==> config.mk <==
export PLATFORM = sky130hd
export DESIGN_NAME = rsa_accel_top
export DESIGN_NICKNAME = d
export VERILOG_FILES = /design/src/rtl/rsa_pkg.sv /design/src/rtl/rsa_mont_mul.sv /design/src/rtl/rsa_mod_exp.sv /design/src/rtl/rsa_cmd_decode.sv /design/src/rtl/rsa_result.sv /design/src/rtl/rsa_accel_top.sv
export VERILOG_INCLUDE_DIRS = /design/src /design/src/rtl
export SDC_FILE = /design/constraint.sdc
export NUM_CORES = 1
export LEC_CHECK = 0
export BUFFER_PORTS_ARGS = -buffer_cell sky130_fd_sc_hd__buf_2
export CAP_MARGIN = 10
export CORE_ASPECT_RATIO = 0.5
export CORE_UTILIZATION = 50
export CTS_CLUSTER_DIAMETER = 100
export DETAILED_ROUTE_END_ITERATION = 10
export PLACE_DENSITY = 0.71
export SETUP_SLACK_MARGIN = 0.4
export SYNTH_ARGS = -nofsm -noshare
export SYNTH_HDL_FRONTEND = slang
export SYNTH_SLANG_ARGS = --single-unit
==> constraint.sdc <==
create_clock -name clk -period 7.8 [get_ports clk]
set_clock_uncertainty 0.05 [all_clocks]
set_input_delay 1.56 -clock clk [delete_from_list [all_inputs] [get_ports clk]]
set_output_delay 1.56 -clock clk [all_outputs]
set_load 0.05 [all_outputs]
==> src/rtl/rsa_params.svh <==
`ifndef RSA_PARAMS_SVH
`define RSA_PARAMS_SVH

`define RSA_WIDTH       32
`define RSA_BUS_WIDTH   (2 * `RSA_WIDTH)

// Command opcodes, low three bits of the command word
`define RSA_OP_EXP      3'd0
`define RSA_OP_MONT     3'd1
`define RSA_OP_LOAD_MOD 3'd2
`define RSA_OP_LOAD_RSQ 3'd3
`define RSA_OP_LOAD_EXP 3'd4
`define RSA_OP_READ     3'd5

`endif

==> src/rtl/rsa_pkg.sv <==
`include "rsa_params.svh"

package rsa_pkg;

    typedef enum logic [2:0] {
        OP_EXP      = `RSA_OP_EXP,
        OP_MONT     = `RSA_OP_MONT,
        OP_LOAD_MOD = `RSA_OP_LOAD_MOD,
        OP_LOAD_RSQ = `RSA_OP_LOAD_RSQ,
        OP_LOAD_EXP = `RSA_OP_LOAD_EXP,
        OP_READ     = `RSA_OP_READ
    } rsa_op_e;

    // Host command word
    typedef struct packed {
        logic [28:0] reserved;
        rsa_op_e     op;
    } rsa_cmd_t;

    // Operands held between loads and compute commands
    typedef struct packed {
        logic [`RSA_WIDTH-1:0] modulus;
        logic [`RSA_WIDTH-1:0] r_mod_m;
        logic [`RSA_WIDTH-1:0] r2_mod_m;
        logic [`RSA_WIDTH-1:0] base;
        logic [`RSA_WIDTH-1:0] exponent;
    } rsa_operands_t;

endpackage

==> src/rtl/rsa_mont_mul.sv <==
`timescale 1ns/100ps
`include "rsa_params.svh"

module rsa_mont_mul (
    input  logic                  clk,
    input  logic                  resetn,
    input  logic                  mul_start,
    input  logic [`RSA_WIDTH-1:0] a,
    input  logic [`RSA_WIDTH-1:0] b,
    input  logic [`RSA_WIDTH-1:0] m,
    output logic                  mul_done,
    output logic [`RSA_WIDTH-1:0] p
);
    localparam int CNT_W = $clog2(`RSA_WIDTH);
    localparam int ACC_W = `RSA_WIDTH + 2;

    logic [`RSA_WIDTH-1:0] a_sh;
    logic [`RSA_WIDTH-1:0] b_q;
    logic [`RSA_WIDTH-1:0] m_q;
    logic [ACC_W-1:0]      acc;
    logic [ACC_W-1:0]      sum_b;
    logic [ACC_W-1:0]      sum_m;
    logic [ACC_W-1:0]      acc_next;
    logic [ACC_W-1:0]      acc_red;
    logic [CNT_W-1:0]      cnt;
    logic                  busy;
    logic                  last;

    // One radix-2 step, acc stays below 2m
    always_comb begin
        sum_b    = acc + (a_sh[0] ? {2'b00, b_q} : '0);
        sum_m    = sum_b + (sum_b[0] ? {2'b00, m_q} : '0);
        acc_next = sum_m >> 1;
        acc_red  = (acc_next >= {2'b00, m_q}) ? acc_next - {2'b00, m_q} : acc_next;
    end

    assign last = (cnt == CNT_W'(`RSA_WIDTH - 1));

    always_ff @(posedge clk) begin
        if (!resetn) begin
            busy     <= 1'b0;
            cnt      <= '0;
            mul_done <= 1'b0;
        end else begin
            mul_done <= 1'b0;
            if (mul_start) begin
                busy <= 1'b1;
                cnt  <= '0;
            end else if (busy) begin
                cnt <= cnt + 1'b1;
                if (last) begin
                    busy     <= 1'b0;
                    mul_done <= 1'b1;
                end
            end
        end
    end

    always_ff @(posedge clk) begin
        if (mul_start) begin
            a_sh <= a;
            b_q  <= b;
            m_q  <= m;
            acc  <= '0;
        end else if (busy) begin
            a_sh <= a_sh >> 1;
            acc  <= acc_next;
            if (last) p <= acc_red[`RSA_WIDTH-1:0];
        end
    end

endmodule

==> src/rtl/rsa_mod_exp.sv <==
`timescale 1ns/100ps
`include "rsa_params.svh"

module rsa_mod_exp (
    input  logic                   clk,
    input  logic                   resetn,
    input  rsa_pkg::rsa_operands_t operands,
    input  logic                   start,
    input  logic                   mont_only,
    output logic                   exp_done,
    output logic [`RSA_WIDTH-1:0]  exp_result
);
    localparam int IDX_W = $clog2(`RSA_WIDTH);
    localparam logic [`RSA_WIDTH-1:0] ONE = 1;

    typedef enum logic [2:0] {
        ST_IDLE,
        ST_CONV,
        ST_SQR,
        ST_MUL,
        ST_OUT
    } state_e;

    state_e                state;
    logic                  mul_start;
    logic                  mul_done;
    logic [`RSA_WIDTH-1:0] mul_a;
    logic [`RSA_WIDTH-1:0] mul_b;
    logic [`RSA_WIDTH-1:0] mul_p;
    logic [`RSA_WIDTH-1:0] base_m;
    logic [IDX_W-1:0]      idx;
    logic                  last_bit;

    assign last_bit = (idx == '0);

    rsa_mont_mul u_mul (
        .clk      (clk),
        .resetn   (resetn),
        .mul_start(mul_start),
        .a        (mul_a),
        .b        (mul_b),
        .m        (operands.modulus),
        .mul_done (mul_done),
        .p        (mul_p)
    );

    always_ff @(posedge clk) begin
        if (!resetn) begin
            state     <= ST_IDLE;
            mul_start <= 1'b0;
            exp_done  <= 1'b0;
            idx       <= '0;
        end else begin
            mul_start <= 1'b0;
            exp_done  <= 1'b0;
            case (state)
                ST_IDLE: begin
                    // Both paths begin with base times R^2 mod m
                    if (start) begin
                        mul_a     <= operands.base;
                        mul_b     <= operands.r2_mod_m;
                        mul_start <= 1'b1;
                        state     <= mont_only ? ST_OUT : ST_CONV;
                    end
                end
                ST_CONV: begin
                    if (mul_done) begin
                        base_m    <= mul_p;
                        mul_a     <= operands.r_mod_m;
                        mul_b     <= operands.r_mod_m;
                        mul_start <= 1'b1;
                        idx       <= IDX_W'(`RSA_WIDTH - 1);
                        state     <= ST_SQR;
                    end
                end
                ST_SQR, ST_MUL: begin
                    if (mul_done) begin
                        mul_start <= 1'b1;
                        mul_a     <= mul_p;
                        if (state == ST_SQR && operands.exponent[idx]) begin
                            mul_b <= base_m;
                            state <= ST_MUL;
                        end else begin
                            // Last bit done, multiply by 1 to leave the domain
                            mul_b <= last_bit ? ONE : mul_p;
                            state <= last_bit ? ST_OUT : ST_SQR;
                            idx   <= idx - 1'b1;
                        end
                    end
                end
                ST_OUT: begin
                    if (mul_done) begin
                        exp_result <= mul_p;
                        exp_done   <= 1'b1;
                        state      <= ST_IDLE;
                    end
                end
                default: state <= ST_IDLE;
            endcase
        end
    end

endmodule

==> src/rtl/rsa_cmd_decode.sv <==
`timescale 1ns/100ps
`include "rsa_params.svh"

module rsa_cmd_decode (
    input  logic                      clk,
    input  logic                      resetn,
    input  logic                      cmd_valid,
    input  rsa_pkg::rsa_cmd_t         cmd,
    output logic                      done,
    input  logic                      done_read,
    input  logic                      in_data_valid,
    output logic                      in_data_ready,
    input  logic [`RSA_BUS_WIDTH-1:0] in_data,
    output rsa_pkg::rsa_operands_t    operands,
    output logic                      start,
    output logic                      mont_only,
    input  logic                      exp_done,
    output logic                      send_req,
    input  logic                      sent
);
    import rsa_pkg::*;

    typedef enum logic [2:0] {
        ST_IDLE,
        ST_LOAD,
        ST_COMPUTE,
        ST_SEND,
        ST_DONE
    } state_e;

    state_e  state;
    rsa_op_e op_q;
    logic    in_xfer;

    assign in_data_ready = (state == ST_LOAD);
    assign done          = (state == ST_DONE);
    assign in_xfer       = in_data_valid && in_data_ready;

    always_ff @(posedge clk) begin
        if (!resetn) begin
            state     <= ST_IDLE;
            op_q      <= OP_EXP;
            start     <= 1'b0;
            send_req  <= 1'b0;
            mont_only <= 1'b0;
        end else begin
            start    <= 1'b0;
            send_req <= 1'b0;
            case (state)
                ST_IDLE: begin
                    if (cmd_valid) begin
                        op_q <= cmd.op;
                        case (cmd.op)
                            OP_LOAD_MOD, OP_LOAD_RSQ, OP_LOAD_EXP: begin
                                state <= ST_LOAD;
                            end
                            OP_EXP, OP_MONT: begin
                                state     <= ST_COMPUTE;
                                start     <= 1'b1;
                                mont_only <= (cmd.op == OP_MONT);
                            end
                            OP_READ: begin
                                state    <= ST_SEND;
                                send_req <= 1'b1;
                            end
                            // Unknown opcodes leave the FSM idle
                            default: state <= ST_IDLE;
                        endcase
                    end
                end
                ST_LOAD:    if (in_xfer) state <= ST_DONE;
                ST_COMPUTE: if (exp_done) state <= ST_DONE;
                ST_SEND:    if (sent) state <= ST_DONE;
                ST_DONE:    if (done_read) state <= ST_IDLE;
                default:    state <= ST_IDLE;
            endcase
        end
    end

    // Second operand of a load word sits in the high half
    always_ff @(posedge clk) begin
        if (in_xfer) begin
            case (op_q)
                OP_LOAD_MOD: begin
                    operands.modulus <= in_data[`RSA_WIDTH-1:0];
                    operands.r_mod_m <= in_data[`RSA_BUS_WIDTH-1:`RSA_WIDTH];
                end
                OP_LOAD_RSQ: begin
                    operands.r2_mod_m <= in_data[`RSA_WIDTH-1:0];
                    operands.base     <= in_data[`RSA_BUS_WIDTH-1:`RSA_WIDTH];
                end
                OP_LOAD_EXP: begin
                    operands.exponent <= in_data[`RSA_WIDTH-1:0];
                end
                default: begin
                    operands <= operands;
                end
            endcase
        end
    end

endmodule

==> src/rtl/rsa_result.sv <==
`timescale 1ns/100ps
`include "rsa_params.svh"

module rsa_result (
    input  logic                      clk,
    input  logic                      resetn,
    input  logic                      exp_done,
    input  logic [`RSA_WIDTH-1:0]     exp_result,
    input  logic                      send_req,
    output logic                      sent,
    output logic                      out_data_valid,
    input  logic                      out_data_ready,
    output logic [`RSA_BUS_WIDTH-1:0] out_data
);
    logic [`RSA_WIDTH-1:0] result_q;

    // Kept until the next compute, so reads can repeat
    always_ff @(posedge clk) begin
        if (exp_done) result_q <= exp_result;
    end

    always_ff @(posedge clk) begin
        if (!resetn) begin
            out_data_valid <= 1'b0;
        end else if (send_req) begin
            out_data_valid <= 1'b1;
        end else if (sent) begin
            out_data_valid <= 1'b0;
        end
    end

    assign sent     = out_data_valid && out_data_ready;
    assign out_data = {{(`RSA_BUS_WIDTH - `RSA_WIDTH){1'b0}}, result_q};

endmodule

==> src/rtl/rsa_accel_top.sv <==
`timescale 1ns/100ps
`include "rsa_params.svh"

module rsa_accel_top (
    input  logic                      clk,
    input  logic                      resetn,
    input  logic                      cmd_valid,
    input  rsa_pkg::rsa_cmd_t         cmd,
    output logic                      done,
    input  logic                      done_read,
    input  logic                      in_data_valid,
    output logic                      in_data_ready,
    input  logic [`RSA_BUS_WIDTH-1:0] in_data,
    output logic                      out_data_valid,
    input  logic                      out_data_ready,
    output logic [`RSA_BUS_WIDTH-1:0] out_data
);
    import rsa_pkg::*;

    rsa_operands_t         operands;
    logic                  start;
    logic                  mont_only;
    logic                  exp_done;
    logic [`RSA_WIDTH-1:0] exp_result;
    logic                  send_req;
    logic                  sent;

    rsa_cmd_decode u_decode (
        .clk          (clk),
        .resetn       (resetn),
        .cmd_valid    (cmd_valid),
        .cmd          (cmd),
        .done         (done),
        .done_read    (done_read),
        .in_data_valid(in_data_valid),
        .in_data_ready(in_data_ready),
        .in_data      (in_data),
        .operands     (operands),
        .start        (start),
        .mont_only    (mont_only),
        .exp_done     (exp_done),
        .send_req     (send_req),
        .sent         (sent)
    );

    rsa_mod_exp u_exp (
        .clk       (clk),
        .resetn    (resetn),
        .operands  (operands),
        .start     (start),
        .mont_only (mont_only),
        .exp_done  (exp_done),
        .exp_result(exp_result)
    );

    rsa_result u_result (
        .clk           (clk),
        .resetn        (resetn),
        .exp_done      (exp_done),
        .exp_result    (exp_result),
        .send_req      (send_req),
        .sent          (sent),
        .out_data_valid(out_data_valid),
        .out_data_ready(out_data_ready),
        .out_data      (out_data)
    );

endmodule

=== Yosys cells after proc, flatten, opt, wreduce, memory -nomap -nowiden ===
Index checks and enable logic that the tools add are counted.

* Register bits: 508
* Output and inout bits: 67
* Bits of input ports: 102

* Reductions and logical operators: 31
* $add $sub $neg: 5
* Mux-type cells: 46
* Magnitude comparators: 2
* Bitwise gates (word level): 3
* Equal/unequal tests: 27

{| class="wikitable"
|+ Operators with widths
! operator !! count
|-
| 2-to-1 mux 32 bit || 12
|-
| case mux 32 bit (3 select lines) || 2
|-
| 2-to-1 mux 3 bit || 12
|-
| adder 33 x 34 -> 34 bit || 1
|-
| adder 34 x 32 -> 34 bit || 1
|-
| greater-or-equal comparator 33 x 32 -> 1 bit || 1
|-
| subtractor 32 bit || 1
|-
| == test 3 x 2 -> 1 bit (second input constant) || 8
|-
| inequality test 2 bit (second input constant) || 8
|-
| == test 3 bit (second input constant) || 5
|-
| 2-to-1 mux 5 bit || 3
|-
| case mux 3 bit (5 select lines) || 1
|-
| AND reduction 3 bit || 5
|-
| case mux 3 bit (4 select lines) || 1
|-
| 2-to-1 mux 1 bit || 11
|-
| case mux 5 bit (2 select lines) || 1
|-
| AND reduction 2 bit || 5
|-
| AND reduction 5 bit || 2
|-
| == test 3 x 1 -> 1 bit (second input constant) || 3
|-
| zero test 3 bit || 3
|-
| OR reduction 3 bit || 3
|-
| AND reduction 4 bit || 2
|-
| less-than comparator 5 x 6 -> 1 bit (second input constant) || 1
|-
| case mux 2 bit (3 select lines) || 1
|-
| other kinds (12) || 21
|}

=== Logic depth before layout (Yosys ltp) ===
Gate-level depths: netlist of the first run.

* Word-level depth: 6
* Mapped depth: 36
* Mapped depth without buffers: 35

=== Cells and area by module ===
A second synthesis of the first run with hierarchy kept.

* Cell total of the unflattened synthesis: 1934
* Area total of the unflattened synthesis: 24463.5 sq um

{| class="wikitable"
|+ Modules (own cells, without submodules)
! module !! times used !! cells each !! area each (sq um)
|-
| rsa_mont_mul || 1 || 1116 || 11415.9
|-
| rsa_mod_exp || 1 || 538 || 6511.2
|-
| rsa_cmd_decode || 1 || 211 || 5290.1
|-
| rsa_result || 1 || 69 || 1246.2
|}

=== Least setup slack after synthesis of the first run ===
Ideal clock, no wire load.

* Path kind: register -> register
* Start: register u_exp.u_mul.a_sh[0]
* End: register u_exp.u_mul.p[10] (data pin)
* Buffers on the path: 2
* Setup time: 0.260 ns
* Setup slack: 0.514 ns
* Required time: 7.490 ns
* Arrival time: 6.975 ns
* Stages on the path, launching flop included: 32
* Cells stage by stage: edfxtp_1 > clkbuf_1 > and2_1 > ha_1 > a21oi_1 > nor2b_1 > a31o_2 > o41ai_1 > o21a_1 > o21bai_1 > a21o_1 > a21o_1 > a21oi_1 > xnor2_1 > ha_1 > nand4_1 > nor2_1 > a311o_1 > a211o_1 > a211o_1 > a2111o_1 > nand3_1 > ha_1 > a21o_1 > a21o_1 > a21o_1 > a21o_1 > a21o_1 > a21o_1 > a211o_1 > buf_6 > mux2_4

* Longest elaborated chain between the ends: 6
* Elaborated cells on any way between the ends: 7
* Classes of those cells: add/sub (3); order compare (1); mux (3)

{| class="wikitable"
|+ RTL lines
! item !! line !! text
|-
| from (decl) || rsa_mont_mul.sv:17 || <nowiki>logic [`RSA_WIDTH-1:0] a_sh;</nowiki>
|-
| from (signal assigned) || rsa_mont_mul.sv:66 || <nowiki>a_sh <= a_sh >> 1;</nowiki>
|-
| 2-to-1 mux 32 bit * || rsa_mont_mul.sv:31 || <nowiki>sum_b = acc + (a_sh[0] ? {2'b00, b_q} : '0);</nowiki>
|-
| adder 33 x 34 -> 34 bit * || rsa_mont_mul.sv:31 ||
|-
| 2-to-1 mux 32 bit || rsa_mont_mul.sv:32 || <nowiki>sum_m = sum_b + (sum_b[0] ? {2'b00, m_q} : '0);</nowiki>
|-
| adder 34 x 32 -> 34 bit * || rsa_mont_mul.sv:32 ||
|-
| via u_exp.u_mul.sum_m[27] || rsa_mont_mul.sv:22 || <nowiki>logic [ACC_W-1:0] sum_m;</nowiki>
|-
| greater-or-equal comparator 33 x 32 -> 1 bit * || rsa_mont_mul.sv:34 || <nowiki>acc_red = (acc_next >= {2'b00, m_q}) ? acc_next - {2'b00, m_q} : acc_next;</nowiki>
|-
| 2-to-1 mux 32 bit * || rsa_mont_mul.sv:34 ||
|-
| via u_exp.u_mul.acc_red[10] || rsa_mont_mul.sv:24 || <nowiki>logic [ACC_W-1:0] acc_red;</nowiki>
|-
| to (signal assigned) || rsa_mont_mul.sv:68 || <nowiki>if (last) p <= acc_red[`RSA_WIDTH-1:0];</nowiki>
|-
| to (decl) || rsa_mont_mul.sv:12 || <nowiki>output logic [`RSA_WIDTH-1:0] p</nowiki>
|}

The timed path passes the listed nets; every way through them passes the cells marked *.
A chain may end at the register's enable or synchronous reset.

=== Final worst setup path of the first run ===
* Start: register u_exp.u_mul.a_sh[0]
* End: register u_exp.u_mul.p[12] (data pin)

The elaborated chain is that of the path after synthesis.

==> results of run 1 <==
power groups by stage:
| stage | clock network [mW] | logic, mW | registers, mW |
|---|---|---|---|
| 2_1_floorplan | 0 | 3.70 | 3.27 |
| 3_3_place_gp | 0 | 4.84 | 3.28 |
| 3_5_place_dp | 0 | 4.90 | 3.28 |
| 4_1_cts | 2.18 | 5.42 | 3.23 |
| 5_1_grt | 2.29 | 6.25 | 3.24 |
| 6_report | 2.15 | 5.82 | 3.23 |
repair_timing:
item / 4_1_cts / 5_1_grt
resized for setup: 33 / 51
hold buffers: 0 / 0
pin swaps: 28 / 59
setup endpoints to repair: 32 / 32
gates cloned: 3 / 0
setup buffers: 21 / 9
cell families after synthesis:
family	share of synthesized area
flops	0.613
simple gates	0.0912
compound gates	0.117
buf+inv	0.0309
mux	0.0617
fa+ha+maj	0.0554
xor+xnor	0.0308
other cells	0.000157
Yosys cell counts, drive strengths merged (9+ instances only):
cell / instances
o21bai: 12
edfxtp: 448
clkbuf: 53
and2: 70
dfxtp: 60
nand2b: 14
nor2b: 32
a21oi: 129
a22oi: 34
nand3: 17
mux4: 11
a21o: 41
nand4: 12
nand2: 108
inv: 61
ha: 101
o21a: 19
mux2i: 41
xnor2: 65
mux2: 63
xor2: 19
buf: 45
and3: 9
nor3: 13
o21ai: 74
a221o: 34
a211oi: 9
nor2: 138
routing by layer:
metal	up-vias	global-route usage	share of wire
li1	7210	-	-
met1	7645	0.390	0.48
met2	724	0.321	0.40
met3	63	0.0461	0.11
met4	0	0.0507	0.016
met5	-	0	0
through the flow:
stage               utilization  hold WS [ns]  setup TNS, ns  area (sq um)  std cells
floorplan                     -         0.350              0         24000       1868
global placement          0.542         0.351        -0.0605         25500       2594
detailed placement        0.542         0.355        -0.0704         25500       2594
CTS                       0.581         0.367              0         27300       2700
global route              0.589         0.372              0         27700       2711
finish                    0.589         0.362              0         27700       2711
worst max-delay path by stage:
stage | slack (ns) | startpoint | endpoint
final | 0.43 | u_exp.u_mul.a_sh[0] | u_exp.u_mul.p[12]
after global routing | 0.19 | u_exp.u_mul.a_sh[0] | u_exp.u_mul.p[12]
after CTS | 0.34 | u_exp.u_mul.a_sh[0] | u_exp.u_mul.p[12]
after detailed placement | -0.07 | u_exp.u_mul.a_sh[0] | u_exp.u_mul.p[30]
after global placement | -0.06 | u_exp.u_mul.a_sh[0] | u_exp.u_mul.p[30]
after floorplan | 0.51 | u_exp.u_mul.a_sh[0] | u_exp.u_mul.p[10]
state kept, by name, summed over array words and instances (netlist names), 32 cells and up:
register           cells
u_exp.u_mul.m_q       32
u_exp.base_m          32
u_result.result_q     32
u_decode.operands    160
u_exp.u_mul.acc       33
u_exp.u_mul.a_sh      32
u_exp.u_mul.p         32
u_exp.u_mul.b_q       32
u_exp.mul_a           32
u_exp.mul_b           32
u_exp.exp_result      32
final cells by class:
type / instances / area (sq um) / area share
Sequential cell: 508 / 14700 / 0.530
Multi-Input combinational cell: 1201 / 9070 / 0.328
Clock inverter: 25 / 239 / 0.00864
Clock buffer: 57 / 1170 / 0.0423
Tap cell: 638 / 798 / 0.0288
Timing Repair Buffer: 219 / 1500 / 0.0541
Antenna cell: 2 / 5.00 / 0.000181
Inverter: 61 / 229 / 0.00827
==> results.cfg, run 1 <==
[finish]
final_common_cell = edfxtp_1
n_fill_cell = 3627
mostFrequentLayoutCells = edfxtp_1, nor2_1, a21oi_1
area_growth_pct = 15.7
drive_above_1_share = 0.215
nets = 2242

[worst_setup_path]
ff2ff_path_depth = 35
ff2ff_setup_slack_ns = 0.43
crit_buf_inv = 4
rr_endpoint = u_exp.u_mul.p[12]
crit_family = compound AO/OA/AOI/OAI gates
cpPeakStageDelay_ns = 0.42
cp_common_cell = a21o_1
required_ns = 8.06
crit_fanout = 6
r2r-start = u_exp.u_mul.a_sh[0]
cp_slowest_cell = edfxtp_1
cp-start-kind = flip-flop
cp_data_arrival_time_ns = 7.62
endpoint_kind = flip-flop
crit_cells = 35
path_class = flip-flop to flip-flop

[pwr]
clkPwrFrac = 0.192
switching_share = 0.355
vdd_drop_max_uv = 249
power_density_nw_per_um2 = 405
p_sw_mw = 3.98
p_leak_nw = 10.5
internal-power_mw = 7.23
p_comb_frac = 0.519
total_power_mw = 11.2
power.share.sequential = 0.289

[place]
place.gp.congestion = 0.926
io_buffers = 107
hpwl_mm = 41.6
place_ws_ns = -0.0704

[sta]
period_share = 0.945
worst_slack_ns = 0.431
grt_setup_unrepaired = true
fin_crit_ns = 7.37
relSlewSlack = 0.339
max_slew.worst_pin.slew_ns = 0.991
drv_slew = 0
setup_viol = 0
hold_violations = 0
fmax_mhz = 136

[global_routing]
gr-total-overflow = 0
grt_pass1_vias = 14200
grt_pass1_wl_mm = 86.7
antenna_found_initial = 2
grt_usage = 0.239
grt_max_degree = 66

[drt]
post_drt_via_cell_ratio = 5.77
via_count = 15600
route.detailed.drc = 0
dr.pass1.iters = 5
drt-initial-drc-count = 1752
routed_wl_mm = 59.6
final_antenna_net_count = 0
wl_per_cell_microns = 22.0

[die]
ios = 169
fp.dieW_microns = 311
die_height_microns = 157
core_sq_um = 47000
placementRows = 56
die-area_sq_um = 48800
initial_core_util = 0.509

[synthesis]
ys_async_sr_fraction = 0
avgSynthCellArea_sq_um = 13.0
syn_inst = 1837
synth_cell_types = 69
syn-cell-area_sq_um = 23900
synthFlopType = edfxtp_1
yosysWarnings = 0
seq_area_frac_synth = 0.613
synth_area_leaders = edfxtp_1, ha_1, dfxtp_1
ys_ff_latch = 508
yosysTopAreaCellShare = 0.563
yosys.area.top_type = edfxtp_1
synth_edf_count = 448

[clock_tree]
clock-sinks = 508
cts_tree = yes
numCtsBuffers = 45
htree_levels = 2
clockRootBuffer = clkbuf_16
clk_path_buf_depth = 3
clock_latency_ns = 0.58
clk_pin_slew_ns = 0.07

[min_path]
hold_path_class = flip-flop to flip-flop
min_path_cells = 0
min_to = u_exp.u_mul.m_q[26]
hold_start = u_decode.operands[154]

[job]
drv_cap = 0

[outcome]
status = completed
(Power assumes the default switching activity.)
==> inputs of run 2 (changes only) <==
--- a/config.mk
+++ b/config.mk
@@ -10,6 +10,7 @@
 export CAP_MARGIN = 10
 export CORE_ASPECT_RATIO = 0.5
 export CORE_UTILIZATION = 50
+export CTS_BUF_LIST = sky130_fd_sc_hd__clkbuf_2
 export CTS_CLUSTER_DIAMETER = 100
 export DETAILED_ROUTE_END_ITERATION = 10
 export PLACE_DENSITY = 0.71
==> run 2 against run 1 <==
Against the previous run: cell count is 3.8% higher; sequential power barely moved; register-to-register slack hardly changed; die area is the same; total power down 3.9%; critical endpoint is now u_exp.u_mul.p[29]; largest power group unchanged; highest routed layer unchanged.
==> results.cfg, run 2 (synthesized netlist as in run 1, its figures left out) <==
[finish]
area_growth_pct = 14.2
drive_above_1_share = 0.259
mostFrequentLayoutCells = edfxtp_1, clkbuf_2, nor2_1
fin_util = 0.581
largest_register = u_decode.operands
nets = 2305
final_common_cell = edfxtp_1
n_fill_cell = 3746
largest_reg_flops = 160
reg.largest.list = u_decode.operands x160, u_exp.u_mul.acc x33

[worst_setup_path]
cpPeakStageDelay_ns = 0.47
cp_slowest_cell = edfxtp_1
path_class = flip-flop to flip-flop
endpoint_kind = flip-flop
required_ns = 8.51
crit_buf_inv = 4
cp_common_cell = a21o_1
cp-start-kind = flip-flop
cp_data_arrival_time_ns = 8.09
crit_fanout = 8
crit_family = compound AO/OA/AOI/OAI gates

[pwr]
vdd_drop_max_uv = 223
p_leak_nw = 10.5
power_density_nw_per_um2 = 394
total_power_mw = 10.8

[clock_tree]
numCtsBuffers = 106
clock_latency_ns = 1.09
clockRootBuffer = clkbuf_2
htree_levels = 3
clk_pin_slew_ns = 0.11
clock-sinks = 508
ctsHoldBuffers = 0
clk_path_buf_depth = 3
cts_tree = yes

[die]
fp.dieW_microns = 311
ios = 169
initial_core_util = 0.509
placementRows = 56
die-area_sq_um = 48800
core_sq_um = 47000
die_height_microns = 157

[drt]
final_antenna_net_count = 0
route.detailed.drc = 0
dr.pass1.iters = 5
via_count = 15900
routed_wl_mm = 61.0
drt-initial-drc-count = 1665
wl_per_cell_microns = 21.7
post_drt_via_cell_ratio = 5.64

[job]
drv_cap = 0

[global_routing]
grt_pass1_vias = 14600
use_met2 = 0.319
gr-total-overflow = 0
grtUsageMet3 = 0.0618
grt_usage = 0.243
grt_max_degree = 66
antenna_found_initial = 3
grt_busiest_layer = met1
grt_pass1_wl_mm = 88.0
grt_use_met1 = 0.389

[sta]
setup_viol = 0
grt_setup_unrepaired = true
worst_slack_ns = 0.426
fin_crit_ns = 7.37
fin_tns_setup_ns = 0
period_share = 0.945
relSlewSlack = 0.338
hold_violations = 0
fmax_mhz = 136
drv_slew = 0
max_slew.worst_pin.slew_ns = 0.993

[place]
io_buffers = 107
place.gp.congestion = 0.926
place_ws_ns = -0.0704
hpwl_mm = 41.6

[outcome]
status = completed

[min_path]
hold_path_class = flip-flop to flip-flop
==> run 2: cell count changes in the layout (fill, tap and decap cells not counted), moves of 6 or more <==
cell,before,now
clkinv_1,3,13
buf_6,5,11
clkinv_2,10,2
clkbuf_2,0,161
clkbuf_1,12,0
clkbuf_16,45,1
==> run 2: worst register-to-register path, delay by kind of cell, from the launching register on <==
| family | cells | cell delay, ns |
|---|---|---|
| AOI/OAI and AO/OA | 20 | 4.06 |
| xor gates and xnor gates | 1 | 0.21 |
| adders and majority gates | 3 | 0.79 |
| buffers and inverters | 4 | 0.60 |
| DFF | 1 | 0.47 |
| muxes | 1 | 0.31 |
| and+or+nand+nor | 5 | 0.64 |
==> run 2: through the flow <==
stage,cell area [sq um],hold WS [ns],cells
final,27300,0.350,2814
after global routing,27300,0.352,2813
after detailed placement,25500,0.355,2594
after floorplan,24000,0.350,1868
after CTS,26800,0.339,2795
after global placement,25500,0.351,2594
==> run 2: cell type report <==
cell class	count	area, sq um	area share
inverters	61	229	0.00839
diodes	4	10.0	0.000367
repair buffers	221	1520	0.0555
well taps	638	798	0.0292
clock inverters	20	108	0.00394
flip-flops and latches	508	14700	0.537
clock buffers	161	806	0.0295
multi-input cells	1201	9180	0.336
==> run 2: routing by layer <==
metal  vias up  part of all wire
met3        75              0.11
li1       7392                 -
met4         0             0.015
met5         -                 0
met1      7706              0.48
met2       703              0.40
==> run 2: final timing paths <==
kind                                              from             endpoint  slack [ns]  cells past startpoint
worst max-delay path               u_exp.u_mul.a_sh[0]    u_exp.u_mul.p[29]        0.43                     34
worst min-delay path            u_decode.operands[159]  u_exp.u_mul.m_q[31]        0.35                      0
worst max register to register     u_exp.u_mul.a_sh[0]    u_exp.u_mul.p[29]        0.43                     34
worst min register to register  u_decode.operands[159]  u_exp.u_mul.m_q[31]        0.35                      0
==> run 2: what timing repair did <==
action / CTS / global route
pin swaps: 34 / 64
gates resized for setup: 37 / 76
setup buffers: 18 / 14
endpoints found under the setup margin: 32 / 32
cloned: 2 / 1
==> run 2: power breakdown <==
group | switching (mW) | internal (mW)
Clock | 1.03 | 0.549
Combinational | 2.99 | 2.96
Sequential | 0.0658 | 3.17
